--- src/vmul_config.svh ---
// Sizing of the vector multiply unit
// Include in every file that needs a queue depth, latency or width

`ifndef VMUL_CONFIG_SVH
`define VMUL_CONFIG_SVH

// Instruction and result buffering
`define VINSN_QUEUE_DEPTH 4
`define RESULT_QUEUE_DEPTH 2

// Register stages in the SIMD multiplier
`define MUL_LAT 2

// Register file geometry and instruction bookkeeping
`define VREG_WORDS 16
`define NR_VINSN 8
`define VL_WIDTH 9

`endif

--- src/vmul_pkg.sv ---
// Types shared by the vector multiply unit and its testbench
// Compile first, before any module that imports it

`include "vmul_config.svh"

package vmul_pkg;

  // Element width of one vector element
  typedef enum logic [1:0] {
    EW8  = 2'd0,
    EW16 = 2'd1,
    EW32 = 2'd2,
    EW64 = 2'd3
  } vew_e;

  // Integer multiply operations
  typedef enum logic [1:0] {
    VMUL,
    VMACC,
    VNMSAC
  } mul_op_e;

  typedef logic [63:0]           elen_t;
  typedef logic [7:0]            strb_t;
  typedef logic [2:0]            vid_t;
  typedef logic [`VL_WIDTH-1:0]  vlen_t;
  typedef logic [8:0]            vaddr_t;

  // Operation as handed over by the lane sequencer
  typedef struct packed {
    vid_t    id;
    mul_op_e op;
    vew_e    vsew;
    vlen_t   vl;
    logic [4:0] vd;
    logic    use_scalar;
    logic    use_vd;
    elen_t   scalar_op;
  } vmul_op_t;

  // Elements packed in one 64-bit word
  function automatic logic [3:0] elems_per_word(vew_e vsew);
    return 4'd8 >> vsew;
  endfunction

endpackage

--- src/result_queue.sv ---
// Result buffer between the multiplier and the vector register file
// Tags each word with its address and byte enable, then writes it out
// with a request/grant handshake

`include "vmul_config.svh"

module result_queue (
  input  logic                clk_i,
  input  logic                rst_ni,
  input  logic                res_valid_i,
  input  vmul_pkg::elen_t     res_data_i,
  output logic                res_ready_o,
  input  vmul_pkg::vmul_op_t  proc_op_i,
  input  vmul_pkg::vlen_t     proc_remaining_i,
  output logic                proc_beat_o,
  output logic                commit_o,
  output logic                result_req_o,
  output vmul_pkg::vid_t      result_id_o,
  output vmul_pkg::vaddr_t    result_addr_o,
  output vmul_pkg::elen_t     result_wdata_o,
  output vmul_pkg::strb_t     result_be_o,
  input  logic                result_gnt_i
);

  import vmul_pkg::*;

  localparam int unsigned depth = `RESULT_QUEUE_DEPTH;
  localparam int unsigned pnt_w = (depth > 1) ? $clog2(depth) : 1;

  typedef struct packed {
    vid_t   id;
    vaddr_t addr;
    elen_t  wdata;
    strb_t  be;
  } entry_t;

  entry_t           entry_q [depth];
  entry_t           new_entry;
  logic [pnt_w-1:0] wr_pnt_q, rd_pnt_q;
  logic [pnt_w:0]   cnt_q;
  logic             push, pop;
  vlen_t            n_elems, word_idx;
  logic [3:0]       n_bytes;

  assign res_ready_o = (cnt_q != (pnt_w + 1)'(depth));
  assign push        = res_valid_i && res_ready_o;
  assign proc_beat_o = push;

  // Word index is the count of elements already processed, in words
  always_comb begin
    n_elems = vlen_t'(elems_per_word(proc_op_i.vsew));
    if (n_elems > proc_remaining_i) n_elems = proc_remaining_i;
    n_bytes  = 4'(n_elems << proc_op_i.vsew);
    word_idx = (proc_op_i.vl - proc_remaining_i) >> (2'd3 - proc_op_i.vsew);

    new_entry.id    = proc_op_i.id;
    new_entry.addr  = vaddr_t'(proc_op_i.vd * `VREG_WORDS + word_idx);
    new_entry.wdata = res_data_i;
    new_entry.be    = strb_t'(8'hff >> (4'd8 - n_bytes));
  end

  //////////////////////////////////////////////////
  // Register file write port
  //////////////////////////////////////////////////

  assign result_req_o   = (cnt_q != '0);
  assign result_id_o    = entry_q[rd_pnt_q].id;
  assign result_addr_o  = entry_q[rd_pnt_q].addr;
  assign result_wdata_o = entry_q[rd_pnt_q].wdata;
  assign result_be_o    = entry_q[rd_pnt_q].be;
  assign pop            = result_req_o && result_gnt_i;
  assign commit_o       = pop;

  always_ff @(posedge clk_i) begin
    if (push) begin
      entry_q[wr_pnt_q] <= new_entry;
    end
  end

  always_ff @(posedge clk_i or negedge rst_ni) begin
    if (!rst_ni) begin
      wr_pnt_q <= '0;
      rd_pnt_q <= '0;
      cnt_q    <= '0;
    end else begin
      if (push) wr_pnt_q <= (wr_pnt_q == pnt_w'(depth - 1)) ? '0 : wr_pnt_q + 1'b1;
      if (pop) rd_pnt_q <= (rd_pnt_q == pnt_w'(depth - 1)) ? '0 : rd_pnt_q + 1'b1;
      case ({push, pop})
        2'b10:   cnt_q <= cnt_q + 1'b1;
        2'b01:   cnt_q <= cnt_q - 1'b1;
        default: cnt_q <= cnt_q;
      endcase
    end
  end

endmodule

--- config.mk ---
export PLATFORM = sky130hd
export DESIGN_NAME = result_queue
export DESIGN_NICKNAME = d
export VERILOG_FILES = /design/src/vmul_pkg.sv /design/src/result_queue.sv
export VERILOG_INCLUDE_DIRS = /design/src /design/src/src
export SDC_FILE = /design/constraint.sdc
export NUM_CORES = 1
export LEC_CHECK = 0
export BUFFER_PORTS_ARGS = -buffer_cell sky130_fd_sc_hd__buf_4
export CORE_ASPECT_RATIO = 0.8
export CORE_MARGIN = 1.5
export CORE_UTILIZATION = 45
export DETAILED_ROUTE_END_ITERATION = 10
export PLACE_DENSITY = 0.81
export SETUP_SLACK_MARGIN = 0.4
export SYNTH_ARGS = -nofsm -noshare
export SYNTH_HDL_FRONTEND = slang
export SYNTH_SLANG_ARGS = --single-unit
--- constraint.sdc ---
create_clock -name clk_i -period 5.35 [get_ports clk_i]
set_input_delay 0.8025 -clock clk_i [delete_from_list [all_inputs] [get_ports clk_i]]
set_output_delay 0.8025 -clock clk_i [all_outputs]
set_load 0.01 [all_outputs]
Word level (Yosys, flattened, before mapping)
Memories as Yosys holds them, arrays and structs flattened.
Index checks and enable logic that the tools add are counted.
Widths: inputs -> output; s select.
Word-level totals
  output and inout port bits: 88
  logic and storage cells: 30
  memories kept: 1
  register bits: 4
  bits in writable memories: 168
Cells by class
  add/subtract/negate cells: 8
  shifts and indexed selects: 4
  equality and inequality tests: 3
  reduce and logical (&&, ||, !) cells: 4
  $lt $le $gt $ge: 1
  mux-type cells: 6
Memories
  entry_q: depth 2, bits a word 84, read ports 1, clocked after memory_dff 0, write ports 1, line result_queue.sv:37  | entry_t entry_q [depth];
Operators with widths (count)
  $add 9x9->9: 1
  $gt 4x9->1: 1
  $mux 9: 1
  $shl 9x2->4: 1
  $shr 9x2->9: 1
  $sub 9x9->9: 1
  $shr 8x4->8 const A: 1
  $mux 1: 4
  $pmux 2 s2: 1
  $reduce_bool 2->1: 2
  $shr 4x2->4 const A: 1
  $sub 4x4->4 const A: 1
  $add 1x1->1 const B: 2
  $add 2x1->2 const B: 1
  $eq 2x1->1 const B: 1
  $eq 2x2->1 const B: 1
  $logic_and 1x1->1: 2
  $ne 2x2->1 const B: 1
  $sub 2x1->2 const B: 1
  $sub 2x2->2 const A: 1

Logic depth before layout (Yosys ltp)
Gate-level depths: netlist (run 1).
  depth after elaboration: 6
  gate-level depth with buffers: 17
  mapped depth without buffers: 17

Least setup slack after synthesis (run 1)
No wires, ideal clock.
  path kind: input to register
  from: in res_valid_i
  to: mem entry_q[0][0] (netlist name), enable pin
  required time: 4.823 ns
  setup time: 0.527 ns
  slack: 0.406 ns
  buffers on the path: 0
  cell stages on the path: 2
  data arrival time: 4.417 ns
  path through: nand2_1 > nor2_1
Between the ends
  longest elaborated chain between the ends: 3
RTL lines
  start: declaration: line result_queue.sv:10  | input logic res_valid_i,
  $logic_and 1x1->1: line result_queue.sv:46  | assign push = res_valid_i && res_ready_o;
  $mux 1: line result_queue.sv:75  | if (push) begin
  $mux 1 (implied by the code): line result_queue.sv:76  | entry_q[wr_pnt_q] <= new_entry;
  end: declaration: line result_queue.sv:37
Every way passes these cells.

==> results of run 1 <==
## power breakdown
group          internal [µW]  switching (µW)  total, µW  leakage, µW
sequential              1850             191       2040      0.00157
clock                    698             511       1210     0.000287
combinational            787             663       1450      0.00180
total                   3330            1370       4700      0.00366
## state kept, by name, summed over array words and instances, names as in the netlist
name and count:
cnt_q 2, wr_pnt_q 1, entry_q 168, rd_pnt_q 1
## worst paths after layout
kind / start / end / slack [ns]
max: proc_op_i[71] / entry_q[0][80] / 1.34
min: rst_ni / wr_pnt_q / 0.17
max reg2reg: cnt_q[0] / entry_q[0][81] / 3.03
min reg2reg: cnt_q[1] / cnt_q[1] / 0.52
max in group asynchronous: rst_ni / rd_pnt_q / 5.05
min in group clk_i: cnt_q[1] / cnt_q[1] / 0.52
## layer usage
layer,track usage,wire length [µm]
met4,0.06313,304
met2,0.2873,7166
met5,0,0
met3,0.04535,750
met1,0.2097,6078
## critical path, stage by stage
cell       delay [ns]
buf_4            0.10
inv_1            0.06
ha_1             0.19
fa_1             0.21
and2b_1          0.21
o31ai_2          0.35
mux2_4           0.35
a2111oi_4        0.40
mux2_2           0.24
mux2i_1          0.08
ha_1             0.21
inv_1            0.07
fa_1             0.20
inv_1            0.06
a21o_1           0.14
a21oi_1          0.17
xor2_1           0.21
xnor2_1          0.11
## layout make-up
class                           count  area, µm²
Multi-Input combinational cell    236       2135
Tap cell                          215      269.0
Clock inverter                     14      161.4
Sequential cell                   172       5149
Clock buffer                       18      429.2
Timing Repair Buffer              187       1404
Inverter                           19      71.32
Fill cell                        1192       6285
## cells by family (layout without fill, tap and decap cells)
| group | after synthesis | count (layout) | share of synthesized area |
|---|---|---|---|
| compound gates | 47 | 47 | 0.04821 |
| xor+xnor | 18 | 18 | 0.02131 |
| fa+ha+maj | 19 | 19 | 0.03383 |
| buf+inv | 33 | 238 | 0.01759 |
| flops | 172 | 172 | 0.6955 |
| mux | 97 | 97 | 0.1465 |
| simple gates | 55 | 55 | 0.03704 |
## cells in the final DEF (no fill, tap or decap), drive strengths merged, types with 2 or more instances in the layout
| cell type | n |
|---|---|
| buf | 187 |
| edfxtp | 168 |
| mux2 | 87 |
| inv | 22 |
| clkbuf | 18 |
| ha | 16 |
| nand2 | 14 |
| xnor2 | 14 |
| nor2 | 14 |
| a21oi | 13 |
| mux2i | 10 |
| clkinv | 8 |
| o21ai | 7 |
| nand2b | 6 |
| o22ai | 5 |
| xor2 | 4 |
| o21a | 4 |
| dfrtp | 4 |
| nor2b | 3 |
| nand3 | 3 |
| a21o | 3 |
| nor3 | 3 |
| a2111oi | 3 |
| a21boi | 2 |
| nor3b | 2 |
| or3 | 2 |
| fa | 2 |
| bufinv | 2 |
| o31ai | 2 |
| and3 | 2 |
## metrics by stage
step	hold slack (ns)	instances	cell area [µm²]
3_5_place_dp	0.5111	829	9027
4_1_cts	0.1482	861	9618
5_1_grt	0.1416	861	9618
6_report	0.1732	861	9618
3_3_place_gp	0.4761	829	9027
2_1_floorplan	0.4559	441	7397
==> run summary, run 1 <==
ANT cells -> 0
Hold WC Path Type -> in2async
yosys warns -> 0
final hold vios -> 0
CP startpoint kind -> primary input
Yosys reg bits -> 172
asr flop ratio synth -> 0.02326
drt wl/cell -> 16.61 µm
Post-synth EDFFs -> 168
peak supply drop -> 209.8 µV
element type at the critical path end -> flip-flop
dpl ws -> 0.9615 ns
total power -> 4698 µW
worst skew pair latency -> 0.42 ns
# DRC -> 0
Hold Buf Count CTS -> 0
Main synth FF type -> edfxtp_1
Final TNS setup -> 0 ns
largest net degree at the start of global routing -> 86
CTS tree -> done
max-slew violations -> 0
first-pass GRT wire length -> 22610 µm
synthesized area -> 7397 µm²
Slew @ Worst Pin -> 1.142 ns
Worst Path Required -> 5.51 ns
outcome -> complete, no violations
die footprint -> 17220 µm²
H-Tree Level Count -> 4
post-cts sizing count -> 0
register clock-pin slew on the reported worst setup and hold paths -> 0.07 ns
Worst Setup Slack, final -> 1.343 ns
Post-Synthesis Cells -> 441
row count -> 41
layout cells sized above 1 -> 0.4861
final cycle utilization of the critical path -> 0.7489
TritonCTS Buffers -> 17
1st-pass router iterations -> 4
RSZ-0062 raised after global routing -> no
top-count cell post-synth -> edfxtp_1
root buf cell -> clkbuf_16
Die H -> 117.7 µm
post-route ant nets -> 0
NumNets Final -> 815
Vias/cell -> 5.110
Synth area leaders -> edfxtp_1 68%, mux2_2 13%, ha_1 2.7%
Max FO, Critical Path -> 3
initial core utilization -> 0.4651
final HPWL from detailed placement -> 9763 µm
CP Data Arrival Time -> 4.16 ns
post-synth top area share -> 0.6820
Area growth syn-to-layout -> 30.02%
leading area contributor after synthesis -> edfxtp_1
Synth cell types -> 54
I/O pins -> 252
Worst Skew -> 0.009836 ns
Core ar. -> 15900 µm²
port bufs -> 183
Post-CTS Setup Inserts -> 0
vias in the first global route -> 4466
placer congestion estimate -> 0.9156
Period minus WS final -> 4.007 ns
DRT iter0 DRCs -> 169
fmax -> 249.6 MHz
GRT Residual Overflow -> 0
Slew HR -> 0.2388
CTS max path bufs -> 2
Avg Cell Area, Syn -> 16.77 µm²
Final Core Density -> 0.6048
gr usage total -> 0.1700
die width -> 146.3 µm
final setup fails -> 0
Pleak -> 0.003657 µW
Synth top cells by count -> 168 x edfxtp_1, 86 x mux2_2, 18 x inv_1
sequential fraction of the synthesis area -> 0.6955
critical path class -> in2reg
Via Count -> 4400
CTS Sinks -> 172
max-cap violation count -> 0
Synthesized Nets -> 623
pwr/cell area -> 488.5 nW/µm²
Post-Route WL -> 14300 µm
Reg2Reg Depth -> 5
initial antenna violation count -> 0
(Power assumes the default switching activity.)
==> run 2: changes to the inputs <==
Settings changed: ABC_AREA set to 1, PLACE_DENSITY 0.81 to 0.84.
Clock period 5.35 ns to 3.4 ns, I/O delays scaled along.
==> run 2 against run 1 <==
Cell area rose by 3.1%. First-iteration DRC count up 73%. Worst hold slack gained 0.093 ns. Largest power group unchanged.
==> run summary, run 2 <==
Area growth syn-to-layout -> 34.98%
Slew HR -> 0.3824 (+0.1435)
H-Tree Level Count -> 4 (unchanged)
Multi-input gate area -> 2091 µm² (-2.1%)
register clock-pin slew on the reported worst setup and hold paths -> 0.07 ns (about the same)
Worst Skew -> 0.009770 ns (-0.00006617 ns)
Synthesized Nets -> 830 (+33%)
max-cap violation count -> 0 (unchanged)
die footprint -> 17110 µm² (-0.66%)
Setup crit end -> entry_q[1][80]
Synth cell types -> 29 (-46%)
top-count cell post-synth -> nand2_1
DRT iter0 DRCs -> 293 (+73%)
r2r endpoint -> entry_q[1][40]
leading area contributor after synthesis -> edfxtp_1
Post-Route WL -> 15840 µm (+11%)
CTS tree -> done
Period minus WS final -> 3.047 ns
Finished Layout Cells -> 1088 (+26%)
port bufs -> 183 (unchanged)
Via Count -> 5205 (+18%)
critical path class -> in2reg
cell area after layout -> 9917 µm² (+3.1%)
initial antenna violation count -> 1 (+1)
CTS max path bufs -> 2 (unchanged)
CP Data Arrival Time -> 3.22 ns (-0.94 ns)
crit-path max cell delay -> 0.39 ns (about the same)
row count -> 41 (unchanged)
TritonCTS Buffers -> 17 (unchanged)
max reg flops -> 168 (unchanged)
most flop-heavy register -> entry_q
vias in the first global route -> 4985 (+12%)
r2r startpoint -> cnt_q[0]
final cycle utilization of the critical path -> 0.8963
pwr/cell area -> 794.1 nW/µm² (+63%)
Avg Cell Area, Syn -> 11.34 µm² (-32%)
reg2reg setup slack -> 1.60 ns (-1.43 ns)
largest registers -> entry_q: 168 flops, cnt_q: 2 flops
Fill cells -> 1198 (+0.50%)
synthesized area -> 7347 µm² (-0.68%)
max-slew violations -> 0 (unchanged)
final setup fails -> 0 (unchanged)
post-route ant nets -> 0 (unchanged)
Core ar. -> 15850 µm² (-0.32%)
total power -> 7875 µW (+68%)
element type at the critical path end -> flip-flop
die width -> 145.9 µm (-0.33%)
worst skew pair latency -> 0.42 ns (about the same)
Synth top cells by count -> 302 x nand2_1, 168 x edfxtp_1, 36 x inv_1
Final TNS setup -> 0 ns (unchanged)
Max FO, Critical Path -> 3 (unchanged)
outcome -> complete, no violations
initial core utilization -> 0.4635 (-0.001652)
dpl cells -> 1050 (+27%)
peak supply drop -> 466.0 µV (+120%)
Cell Chain, Critical Path -> buf_8, inv_12, ha_4, fa_2, o21ai_2, nand4_1, o211ai_1, xor2_1, inv_1, o21ai_2, nor2_2, ha_1, a21oi_2, o21ai_2, xnor2_2, or3_1, nand2_1, inv_2
Post-Synthesis Cells -> 648 (+47%)
1st-pass router iterations -> 7 (+3)
RSZ-0062 raised after global routing -> yes
Post-synth EDFFs -> 168 (unchanged)
largest net degree at the start of global routing -> 85 (-1.2%)
I/O pins -> 252 (unchanged)
Worst Setup Slack, final -> 0.3527 ns (-0.9907 ns)
CTS Sinks -> 172 (unchanged)
Slew @ Worst Pin -> 0.9264 ns (-0.2153 ns)
CP startpoint kind -> primary input
root buf cell -> clkbuf_16
NumNets Final -> 1041 (+28%)
Main synth FF type -> edfxtp_1
final hold vios -> 0 (unchanged)
placer congestion estimate -> 0.8938 (-2.4%)
sequential fraction of the synthesis area -> 0.7003 (+0.004738)
DP Area -> 9191 µm² (+1.8%)
gr usage total -> 0.1832 (+0.01319)
delay-heaviest family, CP -> adder cells
Top cell by count, worst path -> o21ai_2
GRT Residual Overflow -> 0 (unchanged)
fmax -> 328.2 MHz
Buf+Inv Stages, Crit Path -> 4 (unchanged)
layout cells sized above 1 -> 0.3337 (-0.1524)
Die H -> 117.3 µm (-0.33%)
Setup crit start -> proc_op_i[71]
CP max stage cell -> fa_2
commonest non-fill, non-tap cells in the layout -> 301 x nand2_1, 207 x buf_4, 168 x edfxtp_1, 31 x inv_1, 17 x clkbuf_16
Reg2Reg Depth -> 5 (unchanged)
Vias/cell -> 4.784 (-6.4%)
# DRC -> 0 (unchanged)
most common cell after layout, fill and taps aside -> nand2_1
dpl ws -> -0.1088 ns (-1.070 ns)
Hold WC Path Type -> in2reg
drt wl/cell -> 14.56 µm (-12%)
Worst Path Required -> 3.58 ns (-1.93 ns)
post-synth top area share -> 0.6866 (+0.004646)
first-pass GRT wire length -> 23880 µm (+5.6%)
Yosys reg bits -> 172 (unchanged)
register area -> 5146 µm² (about the same)
yosys warns -> 0 (unchanged)
final HPWL from detailed placement -> 10720 µm (+9.8%)
Worst path depth -> 18 (unchanged)
Synth area leaders -> edfxtp_1 69%, nand2_1 15%, ha_1 2.7%
Pleak -> 0.004372 µW (+20%)
asr flop ratio synth -> 0.02326 (unchanged)
[run 2: kinds of logic (layout without fill, tap and decap cells)]
family | Yosys count | in the layout | share of synthesized area
simple gates | 340 | 340 | 0.1831
flops | 172 | 172 | 0.7003
buf+inv | 61 | 285 | 0.03116
compound gates | 43 | 43 | 0.03610
fa+ha+maj | 18 | 18 | 0.03270
xor+xnor | 14 | 14 | 0.01669
other cells | 0 | 1 | 0
[run 2: stage by stage]
| step | hold WS [ns] | util |
|---|---|---|
| after CTS | 0.2448 | 0.6213 |
| final | 0.2666 | 0.6256 |
| after floorplan | 0.2144 | - |
| after global placement | 0.3094 | 0.5798 |
| after detailed placement | 0.3103 | 0.5798 |
| after global routing | 0.2463 | 0.6256 |
[run 2: how the worst min path moves through the flow]
stage	start	to	slack (ns)	cells past startpoint
2_1_floorplan	rst_ni	cnt_q[0]	0.21	0
3_3_place_gp	rst_ni	wr_pnt_q	0.31	1
3_5_place_dp	rst_ni	wr_pnt_q	0.31	1
4_1_cts	res_data_i[32]	entry_q[0][40]	0.24	1
5_1_grt	proc_op_i[86]	entry_q[0][83]	0.25	1
6_report	res_data_i[41]	entry_q[1][49]	0.27	1
[run 2: routing by layer]
metal,global-route usage,part of all wire
met5,0,0
met4,0.08707,0.020
met3,0.04419,0.052
met2,0.3238,0.51
met1,0.2148,0.41
[run 2: where the power goes]
part	internal (µW)	leakage (µW)	switching, µW
clock	1170	0.000299	797
combinational	1180	0.00248	1700
sequential	2910	0.00159	117
[run 2: worst reg2reg max path: stages, from the launching register on]
cell and delay [ns]:
dfrtp_1 0.40, inv_1 0.07, nand2_1 0.08, nand2_1 0.18, nor2_4 0.14, buf_4 0.53
[run 2: what timing repair did]
action	in CTS	in global routing
gates resized for setup	8	13
buffers inserted	2	2
hold endpoints to repair	4	0
hold buffers	1	0
pin swaps	18	20
setup endpoints to repair	2	2
[run 2: cell type report]
type | count | share of cell area
sequential | 172 | 0.5189
multi-input combinational | 415 | 0.2108
timing repair buffer | 212 | 0.1644
clock buffer | 17 | 0.04290
tap | 215 | 0.02713
clock inverter | 15 | 0.01880
inverter | 41 | 0.01678
antenna | 1 | 0.0002523
==> run 3: changes to the inputs <==
Settings changed: PLACE_DENSITY 0.84 to 0.81.
Clock period 3.4 ns to 3.1 ns, I/O delays scaled along.
==> run 3 against run 2 <==
Flip-flop and latch count unchanged. Utilization increased by 0.28 points. Global-route usage is 0.50 points lower. Sequential share of layout area fell by 0.23 points. Via count rose by 1.3%. Count of clock-buffer cells in the layout up 1.
==> run summary, run 3 (synthesized netlist as in run 2, its figures left out) <==
outcome -> complete, no violations
layout cells sized above 1 -> 0.3375 (+0.003770)
most common cell after layout, fill and taps aside -> nand2_1
fmax -> 336.7 MHz
max-slew violations -> 0 (unchanged)
Pleak -> 0.004397 µW (+0.57%)
# DRC -> 0 (unchanged)
Hold WC Path Type -> in2reg
I/O pins -> 252 (unchanged)
r2r startpoint -> cnt_q[0]
worst skew pair latency -> 0.41 ns (about the same)
total power -> 8546 µW (+8.5%)
port bufs -> 183 (unchanged)
element type at the critical path end -> flip-flop
Top cell by count, worst path -> o21ai_2
Hold Path End -> entry_q[0][55]
Core ar. -> 15850 µm² (unchanged)
CTS max path bufs -> 2 (unchanged)
largest net degree at the start of global routing -> 85 (unchanged)
Final TNS setup -> 0 ns (unchanged)
CTS Sinks -> 172 (unchanged)
Vias/cell -> 4.801 (+0.36%)
CTS tree -> done
Post-Route WL -> 15390 µm (-2.8%)
final HPWL from detailed placement -> 10470 µm (-2.4%)
gr busiest metal -> met2
die width -> 145.9 µm (unchanged)
pwr/cell area -> 858.0 nW/µm² (+8.0%)
Buf+Inv Stages, Crit Path -> 4 (unchanged)
root buf cell -> clkbuf_16
Reg2Reg Depth -> 5 (unchanged)
met3 usage -> 0.04109 (-0.003101)
initial core utilization -> 0.4635 (unchanged)
worst hold slack -> 0.2270 ns (-0.03962 ns)
commonest non-fill, non-tap cells in the layout -> 301 x nand2_1, 219 x buf_4, 168 x edfxtp_1, 32 x inv_1, 17 x clkbuf_16
reg2reg setup slack -> 1.23 ns (-0.37 ns)
final cycle utilization of the critical path -> 0.9581
max-cap violation count -> 0 (unchanged)
gr usage total -> 0.1783 (-0.004972)
post-route ant nets -> 0 (unchanged)
Slew HR -> 0.3896 (+0.007226)
hold wc startpoint -> res_data_i[47]
ANT cells -> 0 (-1)
vias in the first global route -> 4847 (-2.8%)
1st-pass router iterations -> 6 (-1)
Slew @ Worst Pin -> 0.9156 ns (-0.01084 ns)
final hold vios -> 0 (unchanged)
Max FO, Critical Path -> 3 (unchanged)
TritonCTS Buffers -> 17 (unchanged)
met2 usage -> 0.3276 (+0.003810)
row count -> 41 (unchanged)
peak supply drop -> 492.8 µV (+5.8%)
Setup crit start -> proc_op_i[71]
Worst Skew -> 0.004917 ns (-0.004853 ns)
Period minus WS final -> 2.970 ns
drt wl/cell -> 14.02 µm (-3.7%)
max reg flops -> 168 (unchanged)
critical path class -> in2reg
placer congestion estimate -> 0.9223 (+3.2%)
initial antenna violation count -> 0 (-1)
register clock-pin slew on the reported worst setup and hold paths -> 0.06 ns (about the same)
CP max stage cell -> fa_2
CP startpoint kind -> primary input
DRT iter0 DRCs -> 319 (+8.9%)
most flop-heavy register -> entry_q
H-Tree Level Count -> 4 (unchanged)
Hold Path Stages -> 1 (unchanged)
CP Data Arrival Time -> 3.14 ns (-0.08 ns)
Finished Layout Cells -> 1098 (+0.92%)
Final Core Density -> 0.6284 (+0.002762)
Area growth syn-to-layout -> 35.58%
Via Count -> 5272 (+1.3%)
crit-path max cell delay -> 0.39 ns (about the same)
RSZ-0062 raised after global routing -> yes
r2r endpoint -> entry_q[0][49]
final setup fails -> 0 (unchanged)
GRT Residual Overflow -> 0 (unchanged)
Worst Path Required -> 3.27 ns (-0.31 ns)
met1 GRT Util -> 0.2063 (-0.008539)
Die H -> 117.3 µm (unchanged)
die footprint -> 17110 µm² (unchanged)
dpl cells -> 1062 (+1.1%)
delay-heaviest family, CP -> adder cells
NumNets Final -> 1052 (+1.1%)
first-pass GRT wire length -> 23270 µm (-2.6%)
largest registers -> entry_q: 168 flops, cnt_q: 2 flops
Cell Chain, Critical Path -> buf_8, inv_12, ha_4, fa_2, o21ai_2, nand4_1, o211ai_1, xor2_1, inv_1, o21ai_2, nor2_1, ha_1, a21oi_2, o21ai_2, xnor2_1, or3_1, nand2_2, inv_2
## run 3: power by group
| part | internal (µW) | switching (µW) |
|---|---|---|
| Sequential | 3200 | 127 |
| Clock | 1200 | 864 |
| Combinational | 1300 | 1850 |
## run 3: layout make-up
| cell class | instances | area [µm²] |
|---|---|---|
| Sequential cell | 172 | 5146 |
| Clock inverter | 14 | 157.7 |
| Timing Repair Buffer | 223 | 1700 |
| Fill cell | 1183 | 5891 |
| Tap cell | 215 | 269.0 |
| Inverter | 41 | 166.4 |
| Clock buffer | 18 | 429.2 |
| Multi-Input combinational cell | 415 | 2092 |
## run 3: per-layer routing
metal / vias to the layer above / routed length, µm / share of wire
li1: 2618 / - / -
met1: 2478 / 6296 / 0.41
met2: 160 / 8045 / 0.52
met3: 16 / 853 / 0.055
met4: 0 / 195 / 0.013
met5: - / 0 / 0
## run 3: what timing repair did
item	in CTS	in global routing
endpoints found under the hold margin	4	0
endpoints found under the setup margin	2	4
buffers inserted	2	1
resized for setup	10	7
pin swaps	14	9
hold buffers	1	0
## run 3: worst max path at each step
| stage | slack [ns] | endpoint | cells after the start |
|---|---|---|---|
| finish | 0.13 | entry_q[0][80] | 18 |
| global route | -0.006 | entry_q[1][80] | 18 |
| CTS | 0.16 | entry_q[1][80] | 18 |
| detailed placement | -0.39 | entry_q[1][80] | 18 |
| global placement | -0.34 | entry_q[0][80] | 20 |
| floorplan | -0.22 | entry_q[1][0] | 4 |
## run 3: metrics by stage
| stage | area, µm² | setup slack [ns] |
|---|---|---|
| 3_3_place_gp | 9269 | -0.3356 |
| 2_1_floorplan | 7407 | -0.2190 |
| 5_1_grt | 9961 | -0.006297 |
| 6_report | 9961 | 0.1297 |
| 3_5_place_dp | 9269 | -0.3933 |
| 4_1_cts | 9912 | 0.1647 |
