<file path="config.mk">
export PLATFORM = sky130hd
export DESIGN_NAME = vmul_sequencer
export DESIGN_NICKNAME = d
export VERILOG_FILES = /design/src/vmul_pkg.sv /design/src/vmul_sequencer.sv
export VERILOG_INCLUDE_DIRS = /design/src /design/src/src
export SDC_FILE = /design/constraint.sdc
export NUM_CORES = 1
export LEC_CHECK = 0
export BUFFER_PORTS_ARGS = -buffer_cell sky130_fd_sc_hd__buf_2
export CAP_MARGIN = 10
export CORE_ASPECT_RATIO = 0.75
export CORE_UTILIZATION = 30
export DETAILED_ROUTE_END_ITERATION = 16
export PLACE_DENSITY = 0.6
export SYNTH_ARGS = -nofsm -noshare
export SYNTH_HDL_FRONTEND = slang
export SYNTH_SLANG_ARGS = --single-unit
</file>
<file path="constraint.sdc">
create_clock -name clk_i -period 13.9 [get_ports clk_i]
set_clock_uncertainty 0.2 [all_clocks]
set_input_delay 1.39 -clock clk_i [delete_from_list [all_inputs] [get_ports clk_i]]
set_output_delay 1.39 -clock clk_i [all_outputs]
set_load 0.005 [all_outputs]
</file>
<file path="src/vmul_config.svh">
// Sizing of the vector multiply unit
// Include in every file that needs a queue depth, latency or width

`ifndef VMUL_CONFIG_SVH
`define VMUL_CONFIG_SVH

// Instruction and result buffering
`define VINSN_QUEUE_DEPTH 4
`define RESULT_QUEUE_DEPTH 2

// Register stages in the SIMD multiplier
`define MUL_LAT 2

// Register file geometry and instruction bookkeeping
`define VREG_WORDS 16
`define NR_VINSN 8
`define VL_WIDTH 9

`endif

</file>
<file path="src/vmul_pkg.sv">
// Types shared by the vector multiply unit and its testbench
// Compile first, before any module that imports it

`include "vmul_config.svh"

package vmul_pkg;

  // Element width of one vector element
  typedef enum logic [1:0] {
    EW8  = 2'd0,
    EW16 = 2'd1,
    EW32 = 2'd2,
    EW64 = 2'd3
  } vew_e;

  // Integer multiply operations
  typedef enum logic [1:0] {
    VMUL,
    VMACC,
    VNMSAC
  } mul_op_e;

  typedef logic [63:0]           elen_t;
  typedef logic [7:0]            strb_t;
  typedef logic [2:0]            vid_t;
  typedef logic [`VL_WIDTH-1:0]  vlen_t;
  typedef logic [8:0]            vaddr_t;

  // Operation as handed over by the lane sequencer
  typedef struct packed {
    vid_t    id;
    mul_op_e op;
    vew_e    vsew;
    vlen_t   vl;
    logic [4:0] vd;
    logic    use_scalar;
    logic    use_vd;
    elen_t   scalar_op;
  } vmul_op_t;

  // Elements packed in one 64-bit word
  function automatic logic [3:0] elems_per_word(vew_e vsew);
    return 4'd8 >> vsew;
  endfunction

endpackage

</file>
<file path="src/vmul_sequencer.sv">
// Instruction queue of the vector multiply unit
// Tracks each instruction through issue, processing and commit, feeds
// operand words to the multiplier and reports finished instruction IDs

`include "vmul_config.svh"

module vmul_sequencer (
  input  logic                  clk_i,
  input  logic                  rst_ni,
  // Operations from the lane sequencer
  input  vmul_pkg::vmul_op_t    op_i,
  input  logic                  op_valid_i,
  output logic                  op_ready_o,
  // Operand queues (0 = vs1, 1 = vs2, 2 = vd)
  input  vmul_pkg::elen_t       operand_i       [3],
  input  logic                  operand_valid_i [3],
  output logic                  operand_ready_o [3],
  // Multiplier input
  output logic                  mul_valid_o,
  output vmul_pkg::elen_t       mul_a_o,
  output vmul_pkg::elen_t       mul_b_o,
  output vmul_pkg::elen_t       mul_c_o,
  output vmul_pkg::mul_op_e     mul_op_o,
  output vmul_pkg::vew_e        mul_vsew_o,
  input  logic                  mul_ready_i,
  // Result queue side
  output vmul_pkg::vmul_op_t    proc_op_o,
  output vmul_pkg::vlen_t       proc_remaining_o,
  input  logic                  proc_beat_i,
  input  logic                  commit_i,
  output logic [`NR_VINSN-1:0]  vinsn_done_o
);

  import vmul_pkg::*;

  localparam int unsigned depth = `VINSN_QUEUE_DEPTH;
  localparam int unsigned pnt_w = $clog2(depth);

  vmul_op_t         vinsn_q [depth];
  logic [pnt_w-1:0] accept_pnt_q, accept_pnt_d;
  logic [pnt_w-1:0] issue_pnt_q, issue_pnt_d;
  logic [pnt_w-1:0] processing_pnt_q, processing_pnt_d;
  logic [pnt_w-1:0] commit_pnt_q, commit_pnt_d;
  logic [pnt_w:0]   issue_cnt_q, issue_cnt_d;
  logic [pnt_w:0]   processing_cnt_q, processing_cnt_d;
  logic [pnt_w:0]   commit_cnt_q, commit_cnt_d;
  // Elements still owed by the head instruction of each phase
  vlen_t            issue_rem_q, issue_rem_d;
  vlen_t            proc_rem_q, proc_rem_d;
  vlen_t            commit_rem_q, commit_rem_d;

  vmul_op_t issue_op, commit_op;
  elen_t    scalar_rep;
  logic     accept, operands_valid, issue_fire;

  function automatic logic [pnt_w-1:0] next_pnt(logic [pnt_w-1:0] pnt);
    return (pnt == pnt_w'(depth - 1)) ? '0 : pnt + 1'b1;
  endfunction

  // Elements covered by one word, clipped to what is left
  function automatic vlen_t word_step(vew_e vsew, vlen_t rem);
    vlen_t n;
    n = vlen_t'(elems_per_word(vsew));
    return (n > rem) ? rem : n;
  endfunction

  assign issue_op         = vinsn_q[issue_pnt_q];
  assign commit_op        = vinsn_q[commit_pnt_q];
  assign proc_op_o        = vinsn_q[processing_pnt_q];
  assign proc_remaining_o = proc_rem_q;

  // Full once four instructions wait for commit
  assign op_ready_o = (commit_cnt_q != (pnt_w + 1)'(depth));
  assign accept     = op_valid_i && op_ready_o;

  //////////////////////////////////////////////////
  // Operand handshake
  //////////////////////////////////////////////////

  always_comb begin
    case (issue_op.vsew)
      EW8:     scalar_rep = {8{issue_op.scalar_op[7:0]}};
      EW16:    scalar_rep = {4{issue_op.scalar_op[15:0]}};
      EW32:    scalar_rep = {2{issue_op.scalar_op[31:0]}};
      default: scalar_rep = issue_op.scalar_op;
    endcase
  end

  assign operands_valid = operand_valid_i[1] &&
                          (operand_valid_i[0] || issue_op.use_scalar) &&
                          (operand_valid_i[2] || !issue_op.use_vd);

  assign mul_valid_o = (issue_cnt_q != '0) && operands_valid;
  assign issue_fire  = mul_valid_o && mul_ready_i;
  assign mul_a_o     = issue_op.use_scalar ? scalar_rep : operand_i[0];
  assign mul_b_o     = operand_i[1];
  assign mul_c_o     = operand_i[2];
  assign mul_op_o    = issue_op.op;
  assign mul_vsew_o  = issue_op.vsew;

  // Pop only the queues this instruction reads
  assign operand_ready_o[0] = issue_fire && !issue_op.use_scalar;
  assign operand_ready_o[1] = issue_fire;
  assign operand_ready_o[2] = issue_fire && issue_op.use_vd;

  //////////////////////////////////////////////////
  // Phase pointers and element counters
  //////////////////////////////////////////////////

  always_comb begin
    accept_pnt_d     = accept_pnt_q;
    issue_pnt_d      = issue_pnt_q;
    processing_pnt_d = processing_pnt_q;
    commit_pnt_d     = commit_pnt_q;
    issue_cnt_d      = issue_cnt_q;
    processing_cnt_d = processing_cnt_q;
    commit_cnt_d     = commit_cnt_q;
    issue_rem_d      = issue_rem_q;
    proc_rem_d       = proc_rem_q;
    commit_rem_d     = commit_rem_q;
    vinsn_done_o     = '0;

    if (issue_fire) begin
      issue_rem_d = issue_rem_q - word_step(issue_op.vsew, issue_rem_q);
      if (issue_rem_d == '0) begin
        issue_cnt_d = issue_cnt_q - 1'b1;
        issue_pnt_d = next_pnt(issue_pnt_q);
        if (issue_cnt_d != '0) issue_rem_d = vinsn_q[issue_pnt_d].vl;
      end
    end

    if (proc_beat_i) begin
      proc_rem_d = proc_rem_q - word_step(proc_op_o.vsew, proc_rem_q);
      if (proc_rem_d == '0) begin
        processing_cnt_d = processing_cnt_q - 1'b1;
        processing_pnt_d = next_pnt(processing_pnt_q);
        if (processing_cnt_d != '0) proc_rem_d = vinsn_q[processing_pnt_d].vl;
      end
    end

    // Last word granted, so the instruction retires in this cycle
    if (commit_i) begin
      commit_rem_d = commit_rem_q - word_step(commit_op.vsew, commit_rem_q);
      if (commit_rem_d == '0) begin
        vinsn_done_o[commit_op.id] = 1'b1;
        commit_cnt_d = commit_cnt_q - 1'b1;
        commit_pnt_d = next_pnt(commit_pnt_q);
        if (commit_cnt_d != '0) commit_rem_d = vinsn_q[commit_pnt_d].vl;
      end
    end

    // A phase with nothing left starts on the new instruction
    if (accept) begin
      if (issue_cnt_d == '0) issue_rem_d = op_i.vl;
      if (processing_cnt_d == '0) proc_rem_d = op_i.vl;
      if (commit_cnt_d == '0) commit_rem_d = op_i.vl;
      accept_pnt_d     = next_pnt(accept_pnt_q);
      issue_cnt_d      = issue_cnt_d + 1'b1;
      processing_cnt_d = processing_cnt_d + 1'b1;
      commit_cnt_d     = commit_cnt_d + 1'b1;
    end
  end

  always_ff @(posedge clk_i) begin
    if (accept) begin
      vinsn_q[accept_pnt_q] <= op_i;
    end
  end

  always_ff @(posedge clk_i or negedge rst_ni) begin
    if (!rst_ni) begin
      accept_pnt_q     <= '0;
      issue_pnt_q      <= '0;
      processing_pnt_q <= '0;
      commit_pnt_q     <= '0;
      issue_cnt_q      <= '0;
      processing_cnt_q <= '0;
      commit_cnt_q     <= '0;
      issue_rem_q      <= '0;
      proc_rem_q       <= '0;
      commit_rem_q     <= '0;
    end else begin
      accept_pnt_q     <= accept_pnt_d;
      issue_pnt_q      <= issue_pnt_d;
      processing_pnt_q <= processing_pnt_d;
      commit_pnt_q     <= commit_pnt_d;
      issue_cnt_q      <= issue_cnt_d;
      processing_cnt_q <= processing_cnt_d;
      commit_cnt_q     <= commit_cnt_d;
      issue_rem_q      <= issue_rem_d;
      proc_rem_q       <= proc_rem_d;
      commit_rem_q     <= commit_rem_d;
    end
  end

endmodule

</file>
======== Yosys cells after proc, flatten, opt, wreduce, memory -nomap -nowiden ========
Memory sizes are Yosys's and may differ from the RTL's.
Cells that the tools add are included.
storage, ports and cells
  logic and storage cells ................. 104
  output and inout port bits .............. 305
  memories ................................ 1
  input port bits ......................... 288
  RAM bits ................................ 348
  bits in registers ....................... 44
memory list
  name     words  bits a word  rd ports  clocked after memory_dff  wr ports  RTL line              source
  vinsn_q  4      87           6         0                         1         vmul_sequencer.sv:39  vmul_op_t vinsn_q [depth];
cells by class
  magnitude comparators ................... 5
  reductions and logical operators ........ 26
  add/subtract/negate cells ............... 13
  shifts and indexed selects .............. 3
  mux-type cells .......................... 39
  equality and inequality tests ........... 7
operators with widths
  operator                                                                             number
  64-bit case mux with 3 select lines                                                  1
  9-bit two-way mux                                                                    18
  64-bit two-way mux                                                                   1
  4-bit by 9-bit greater-than comparator with 1-bit output                             3
  9-bit logical NOT                                                                    3
  3-bit two-way mux                                                                    9
  9-bit subtractor                                                                     3
  8-bit two-way mux                                                                    2
  3-bit nonzero test                                                                   4
  4-bit by 2-bit right shift with 4-bit output, first input constant                   3
  2-bit equality test, second input constant                                           5
  3-bit by 1-bit adder with 3-bit output, second input constant                        3
  3-bit logical NOT                                                                    3
  3-bit by 1-bit subtractor with 3-bit output, second input constant                   3
  2-bit by 1-bit adder with 2-bit output, second input constant                        4
  1-bit logical AND                                                                    8
  2-bit two-way mux                                                                    4
  2-bit AND reduction                                                                  3
  3-bit by 4-bit < comparator with 1-bit output, second input constant                 1
  1-bit demux with 3-bit select                                                        1
  3-bit by 1-bit greater-or-equal comparator with 1-bit output, second input constant  1
  1-bit two-way mux                                                                    3
  3-bit inequality test, second input constant                                         1
  2-bit by 1-bit equality test with 1-bit output, second input constant                1
  3 further kinds                                                                      5

======== Longest topological paths before layout ========
Gate-level depths: netlist of run 1.
An unclocked memory read counts as a cell.
  word-level depth ........................ 11
  depth in mapped cells ................... 26
  mapped depth without buffers ............ 23

======== Least setup slack after synthesis of run 1 ========
No wires, ideal clock.
  path kind ............................... flip-flop to output port
  start ................................... register commit_pnt_q[0]
  end ..................................... output port vinsn_done_o[0]
  buffers on the path ..................... 1
  required time ........................... 12310 ps
  arrival ................................. 4628 ps
  path slack .............................. 7682 ps
  stages on the path, launching flop included .. 19
  path through ............................ dfrtp_1 -> buf_2 -> mux4_2 -> nor2b_1 -> ha_1 -> nand3_1 -> o22ai_1 -> nor2_1 -> nor4_2 -> o21ai_0 -> ha_1 -> fa_1 -> nand2b_1 -> a21oi_2 -> xor2_1 -> o2bb2ai_1 -> nand3_1 -> or2_2 -> nor2_1
between the ends
  word-level cells in the longest chain between the ends .. 8
  elaborated cells on any way between the ends .. 13
  classes of those cells .................. add/sub: 1; order compare: 3; shift: 1; mux: 5; reduce/logical: 2; memory: 1
ends and longest elaborated chain
  what                                                      RTL line               source
  start, declared                                           vmul_sequencer.sv:43   logic [pnt_w-1:0] commit_pnt_q, commit_pnt_d;
  start signal, assigned                                    vmul_sequencer.sv:186  commit_pnt_q <= commit_pnt_d;
  memory read 4 x 87 bit (*)                                n/a
  4-bit by 2-bit right shift with 4-bit output              vmul_pkg.sv:43         return 4'd8 >> vsew;
  4-bit by 9-bit greater-than comparator with 1-bit output  vmul_sequencer.sv:64   return (n > rem) ? rem : n;
  9-bit two-way mux                                         vmul_sequencer.sv:64
  9-bit subtractor                                          vmul_sequencer.sv:143  commit_rem_d = commit_rem_q - word_step(commit_op.vsew, commit_rem_q);
  9-bit logical NOT                                         vmul_sequencer.sv:144  if (commit_rem_d == '0) begin
  8-bit two-way mux (*)                                     vmul_sequencer.sv:144
  8-bit two-way mux (*)                                     vmul_sequencer.sv:142  if (commit_i) begin
  end, declared                                             vmul_sequencer.sv:31   output logic [`NR_VINSN-1:0] vinsn_done_o
Every way passes the cells marked *; elsewhere a longest branch is shown, timed or not.

======== Final worst setup path of run 1 ========
  start ................................... register issue_pnt_q[0]
  end ..................................... register issue_rem_q[2]
between the ends
  word-level cells in the longest chain between the ends .. 11
  elaborated cells on any way between the ends .. 24
  classes of those cells .................. add/sub: 2; order compare: 1; eq/ne: 1; shift: 1; mux: 9; reduce/logical: 9; memory: 1
ends and longest elaborated chain
  what                                                      RTL line               source
  start, declared                                           vmul_sequencer.sv:41   logic [pnt_w-1:0] issue_pnt_q, issue_pnt_d;
  start signal, assigned                                    vmul_sequencer.sv:184  issue_pnt_q <= issue_pnt_d;
  memory read 4 x 87 bit (*)                                n/a
  4-bit by 2-bit right shift with 4-bit output              vmul_pkg.sv:43
  4-bit by 9-bit greater-than comparator with 1-bit output  vmul_sequencer.sv:64
  9-bit two-way mux                                         vmul_sequencer.sv:64
  9-bit subtractor                                          vmul_sequencer.sv:124  issue_rem_d = issue_rem_q - word_step(issue_op.vsew, issue_rem_q);
  9-bit logical NOT                                         vmul_sequencer.sv:125  if (issue_rem_d == '0) begin
  3-bit two-way mux                                         vmul_sequencer.sv:125
  3-bit two-way mux                                         vmul_sequencer.sv:123  if (issue_fire) begin
  3-bit logical NOT                                         vmul_sequencer.sv:154  if (issue_cnt_d == '0) issue_rem_d = op_i.vl;
  9-bit two-way mux                                         vmul_sequencer.sv:154
  9-bit two-way mux (*)                                     vmul_sequencer.sv:153  if (accept) begin
  named net issue_rem_d[2]                                  vmul_sequencer.sv:48   vlen_t issue_rem_q, issue_rem_d;
  end signal, assigned                                      vmul_sequencer.sv:190  issue_rem_q <= issue_rem_d;
  end, declared                                             vmul_sequencer.sv:48
The timed path passes the listed nets; every way through them passes the cells marked *.
A chain may end at the register's enable or synchronous reset.

==> results of run 1 <==
[placed cells by master (no fill, tap or decap), types with 7 or more instances in the layout]
cell	synthesis	layout
o21ai_0	53	53
nand3_1	15	15
clkinv_2	0	7
a21oi_1	63	63
inv_1	42	42
nand2_1	126	126
ha_1	45	45
edfxtp_1	348	348
bufinv_16	0	7
buf_4	129	16
xnor2_1	18	18
nand2b_1	7	7
mux2i_1	41	41
mux2_1	8	8
nand4_1	7	7
mux4_2	179	179
xor2_1	9	9
clkinv_1	1	8
clkbuf_16	0	48
o21a_1	7	7
a211oi_1	19	19
nor3_1	7	7
dfrtp_1	44	40
buf_2	18	336
nor2b_1	25	25
nor2_1	88	88
mux2_2	22	22
a31oi_1	15	15
[power by group through the flow]
stage          logic [µW]  registers [µW]  clock network, µW
2_1_floorplan        1450            1700                  0
3_3_place_gp         2110            1760                  0
4_1_cts              2150            1750               1290
5_1_grt              2320            1790               1340
3_5_place_dp         2140            1780                  0
6_report             2120            1750               1270
[registers in the layout (all words and copies together) (netlist names)]
name,flops
issue_pnt_q,2
processing_cnt_q,3
issue_rem_q,9
commit_pnt_q,2
proc_remaining_o,9
commit_cnt_q,3
commit_rem_q,9
issue_cnt_q,3
accept_pnt_q,2
vinsn_q,348
processing_pnt_q,2
[worst max-delay path, stage by stage, from the launching register on]
cell and delay (ns):
dfrtp_4 0.81, buf_4 0.52, mux4_2 0.87, nor2b_1 0.72
ha_1 0.38, nor2b_1 0.13, o21a_1 0.16, o21a_1 0.17
o2111ai_1 0.50, nand2_1 0.12, o21a_1 0.16, ha_1 0.28
and3b_1 0.21, or3_1 0.41, a211oi_2 0.40, o21ai_1 0.14
nor3_2 0.32, mux2_2 0.41, ha_1 0.19, and3_4 0.22
mux2_4 0.32
[final cells by class]
cell class              instances  area share [%]
well taps                     946            4.76
clock inverters                27            1.42
repair buffers                352            7.25
diodes                          6          0.0604
multi-input cells             852            34.4
inverters                      44           0.665
clock buffers                  54            4.92
flip-flops and latches        392            46.5
[path summary, 6_finish.rpt]
| kind | from | to | slack, ns | depth (start not counted) |
|---|---|---|---|---|
| max in group asynchronous | rst_ni | issue_pnt_q[1] | 12.21 | 2 |
| hold / removal | processing_cnt_q[2] | processing_cnt_q[2] | 0.44 | 2 |
| setup / recovery | issue_pnt_q[0] | issue_rem_q[2] | 6.11 | 20 |
| min in group asynchronous | rst_ni | proc_remaining_o[3] | 0.72 | 2 |
| hold reg to reg | processing_cnt_q[2] | processing_cnt_q[2] | 0.44 | 2 |
| setup reg to reg | issue_pnt_q[0] | issue_rem_q[2] | 6.11 | 20 |
[layer usage]
metal  vias up  global-route usage [%]  wire length (µm)
met4        10                    5.45              1890
met2       581                    30.7             33300
met3       165                    4.40              5640
met5         -                       0                68
li1       6058                       -                 -
met1      7095                    22.6             26100
[per-stage QoR]
| stage | instances | utilization, % |
|---|---|---|
| floorplan | 1498 | - |
| global placement | 2586 | 33.0 |
| detailed placement | 2586 | 33.0 |
| CTS | 2667 | 35.2 |
| global route | 2667 | 35.2 |
| finish | 2673 | 35.2 |
[logic make-up (layout without fill, tap and decap cells)]
family,count (synthesis),in the layout,share of synthesized area [%]
other,0,6,0
flip-flops,392,392,53.6
XOR/XNOR,27,27,1.10
adder cells (fa/ha/maj),48,48,2.89
AO/OA/AOI/OAI,198,198,5.76
AND/OR/NAND/NOR,322,322,7.05
multiplexers,257,257,22.7
buffers and inverters,254,477,6.85
==> run metrics, run 1 <==
vias in the first global route=13900; GPL Wtd Cong=0.889; P_sw=1890 µW; share of post-route cells with drive strength above 1=38.4%; top_reg_cell synth=edfxtp_1; crit share post-route=56.0%; Fmax=0.128 GHz; total CTS buffers=44; antenna-violating nets left=0; critical path startpoint category=flop; antenna violations before repair=14; leading area contributor after synthesis=edfxtp_1; core area=0.0705 mm²; I/O pins=593; Clock Latency Late Sink=0.57 ns; DP Worst Slack=6.06 ns; Filler cells=6756; Post-CTS Resized=0; first-pass GRT wire length=96.0 mm; unrepaired setup endpoints after global routing=false; register bit total from synthesis=392; post-synthesis sequential area ratio=53.6%; largest net degree at the start of global routing=84; final slew viol count=0; Syn. warnings=0; Design Power=5140 µW; via count=13900; Slew HR=31.7%; crit-path max FO=28; First-pass DRT Iterations=5; Setup TNS=0 ns; clk slew on worst S/H paths=0.07 ns; Clk pwr share=24.6%; design internal power=3250 µW; Setup CP Type=flop to flop; Initial Util=30.5%; row count=84; DR WL/cell=25.1 µm; leak pwr=0.00892 µW; Hold Worst Slack=0.444 ns; top-count cell post-synth=edfxtp_1; Post-synth top cells=edfxtp_1, mux4_2, buf_4, nand2_1, nor2_1; Sink Count=392; pwr dens=207 mW/mm²; Hold Fails Final Rpt=0; Iteration-0 DRC Markers=1122; Hold Crit Class=flop to flop; fin nets=2022; post-synthesis cell area=0.0215 mm²; setup ws final=6.11 ns; area grow syn2layout=15.4%; share of the synthesized area in the top cell type=48.5%; Die ar.=0.0729 mm²; Max Buffers Root-to-Sink=3; postcts setup bufs=0; Synth cell types=75; minimum clock period=7.79 ns; die height=234 µm; hold_buf cts=0; DP HPWL=48.1 mm; DP Area=0.0233 mm²; multi-input logic area=0.00854 mm²; worst vdd ir=0.0933 mV; Routed WL=67.0 mm; Sequential Power Share=34.1%; design area=0.0249 mm²; Setup-failing EPs final=0; critical path data required time=14.16 ns; Synth area leaders=edfxtp_1, mux4_2, dfrtp_1, buf_4, ha_1; H-tree depth=2; Storage cell area=0.0116 mm²; PortBufs=336; CP Capture Type=flop; Async SR Flop Fraction=11.2%; Combinational Power Share=41.3%; sw frac=36.7%; Avg Cell Area, Syn=14.4 µm²; GR Overflow Total=0; syn nets=1834; mean number of vias per cell=5.20; max cap viols=0; Slew @ Worst Pin=1.02 ns; Root Buffer=clkbuf_16; DRC violations left=0; outcome=complete, no violations; CTS tree=built; Post-synth EDFFs=348; Die X=311 µm; Gate Count Post-Synth=1498; crit path DAT=8.05 ns; GRT Resource Usage Total=18.0%
(Power assumes the default switching activity.)
==> run 2: changes to the inputs <==
Settings changed: ABC_AREA set to 1, PLACE_DENSITY 0.6 to 0.61.
Clock period 13.9 ns to 6.6 ns, I/O delays scaled along.
==> run 2 against run 1 <==
  * Critical path depth stayed put
  * Area after synthesis rose by 6.5%
  * Register-to-register slack got worse by 5.4 ns
  * Synthesized cell count increased by 81%
  * Sequential share of layout area down 2.4 points
  * Die area up 6.4%
  * Clock power grew 100%
  * Hold slack lost 0.35 ns
  * Flip-flop and latch count unchanged
  * Total power grew to 2.6 times the previous value
  * Global-route usage is 2.2 points higher
  * Via count increased by 46%
  * Critical path type is now flop to output port
==> run metrics, run 2 <==
top-count cell post-synth=nand2_1; unrepaired setup endpoints after global routing=false; leading area contributor after synthesis=edfxtp_1; pwr dens=519 mW/mm²; Clk pwr share=19.1%; worst path cell trace=inv_2 -> nand2_1 -> a32oi_1 -> inv_1 -> nor2_1 -> inv_1 -> ha_1 -> a2111oi_0 -> nand2_1 -> nand2_1 -> o21ai_0 -> ha_1 -> fa_1 -> xor2_1 -> nand4_1 -> nor2_4 -> nand3_4 -> or2_4 -> nor2_1 -> buf_2; crit share post-route=90.0%; critical path startpoint category=flop; share of post-route cells with drive strength above 1=17.2%; top_reg_cell synth=edfxtp_1; minimum clock period=5.94 ns; Iteration-0 DRC Markers=2206; Gate Count Post-Synth=2705; GPL Wtd Cong=0.939; register bit total from synthesis=392; vias in the first global route=17900; area grow syn2layout=14.2%; H-tree depth=2; DP HPWL=55.4 mm; share of the synthesized area in the top cell type=45.6%; syn nets=3041; largest net degree at the start of global routing=164; Setup TNS=0 ns; Slowest-stage cell, CP=dfrtp_2; core area=0.0754 mm²; sw frac=47.3%; critical path data required time=5.74 ns; antenna violations before repair=15; post-synthesis cell area=0.0229 mm²; Initial Util=30.4%; Hold Fails Final Rpt=0; worst vdd ir=0.323 mV; CP Capture Type=output port; fin nets=3179; CTS tree=built; Slew @ Worst Pin=1.17 ns; Syn. warnings=0; via count=20300; DP Area=0.0246 mm²; mean number of vias per cell=5.18; P_sw=6430 µW; Synth area leaders=edfxtp_1, nand2_1, o21ai_0, nor2_1, dfrtp_1; max cap viols=0; crit-path max FO=16; die height=241 µm; outcome=complete, no violations; final slew viol count=0; delay-heaviest family, CP=simple AND/OR/NAND/NOR gates; GR Overflow Total=0; design area=0.0262 mm²; Die ar.=0.0776 mm²; Sequential Power Share=26.8%; I/O pins=593; Avg Cell Area, Syn=8.48 µm²; row count=87; Post-synth top cells=nand2_1, nor2_1, o21ai_0, edfxtp_1, inv_1; critical path's most frequent cell=nand2_1; postcts setup bufs=0; Filler cells=7689; antenna-violating nets left=0; first-pass GRT wire length=117 mm; DRC violations left=0; Slew HR=22.0%; commonest non-fill, non-tap cell in the layout=nand2_1; PortBufs=336; design internal power=7170 µW; post-synthesis sequential area ratio=50.4%; Biggest register=vinsn_q; Max Buffers Root-to-Sink=3; clk slew on worst S/H paths=0.06 ns; DR WL/cell=20.8 µm; Async SR Flop Fraction=11.2%; Hold Crit Class=input port to flop; GRT Resource Usage Total=20.1%; Critical Path Max Stage Delay=0.52 ns; crit path DAT=5.08 ns; Sink Count=392; Design Power=13600 µW; Clock Latency Late Sink=0.57 ns; Setup-failing EPs final=0; commonest non-fill, non-tap cells in the layout=nand2_1, nor2_1, o21ai_0; critical path buffer and inverter count=4; Setup CP Type=flop to output port; leak pwr=0.0106 µW; Largest register FFs=348; total CTS buffers=45; Combinational Power Share=54.1%; Post-synth EDFFs=348; First-pass DRT Iterations=6; Root Buffer=clkbuf_16; Synth cell types=47; Die X=321 µm; Fmax=0.168 GHz; Routed WL=81.2 mm
==> run 2: per-stage QoR <==
stage,utilization (%),worst slack [ns],std cells,hold WS [ns]
2_1_floorplan,-,1.32,2705,0.164
3_3_place_gp,32.7,0.622,3818,0.343
3_5_place_dp,32.7,0.530,3818,0.346
4_1_cts,34.7,0.327,3901,0.0594
5_1_grt,34.7,0.0570,3904,0.0686
6_report,34.7,0.658,3907,0.0970
==> run 2: power by group through the flow <==
stage	clock, µW	sequential, µW	combinational (µW)
4_1_cts	2660	3630	7320
2_1_floorplan	0	3610	4660
3_5_place_dp	0	3680	7280
3_3_place_gp	0	3680	7250
6_report	2600	3640	7360
5_1_grt	2740	3700	8140
==> run 2: layer usage <==
| layer | part of all wire (%) | wire, µm | vias to the layer above | GRT usage, % |
|---|---|---|---|---|
| met3 | 9.5 | 7700 | 178 | 4.56 |
| met5 | 0.069 | 56 | - | 0 |
| met2 | 42 | 34500 | 921 | 29.9 |
| met1 | 45 | 36300 | 9645 | 28.8 |
| li1 | - | - | 9500 | - |
| met4 | 3.2 | 2630 | 10 | 6.72 |
==> run 2: repair_timing <==
item | in CTS | in global routing
endpoints found under the setup margin | 0 | 22
endpoints found under the hold margin | 8 | 0
hold buffers | 1 | 0
gates resized for setup | 0 | 5
==> run 2: logic make-up (layout without fill, tap and decap cells) <==
logic type               after synthesis  count (layout)  share of synthesized area (%)
AO/OA/AOI/OAI                        678             678                           16.3
flip-flops                           392             392                           50.4
XOR/XNOR                              14              14                          0.660
other                                  0               6                              0
adder cells (fa/ha/maj)               48              48                           2.72
AND/OR/NAND/NOR                     1106            1106                           19.8
buffers and inverters                467             640                           10.2
==> run 2: path summary, 6_finish.rpt <==
| check | slack [ns] | startpoint | end | cells past startpoint |
|---|---|---|---|---|
| max in group asynchronous | 5.11 | rst_ni | processing_pnt_q[0] | 3 |
| max | 0.66 | commit_pnt_q[0] | vinsn_done_o[4] | 20 |
| min | 0.1 | op_i[42] | vinsn_q[1][42] | 1 |
| min reg2reg | 0.35 | commit_pnt_q[1] | commit_pnt_q[1] | 2 |
| min in group asynchronous | 0.53 | rst_ni | proc_remaining_o[7] | 3 |
| max reg2reg | 0.70 | processing_pnt_q[0] | proc_remaining_o[1] | 31 |
==> run 2: area by class of cell <==
type                            count  area [µm²]  area share, %
Multi-Input combinational cell   1846        9100           34.7
Antenna cell                        6        15.0         0.0573
Clock buffer                       47        1140           4.37
Clock inverter                     35         375           1.43
Sequential cell                   392       11600           44.1
Tap cell                         1023        1280           4.89
Timing Repair Buffer              374        2020           7.71
Inverter                          184         701           2.67
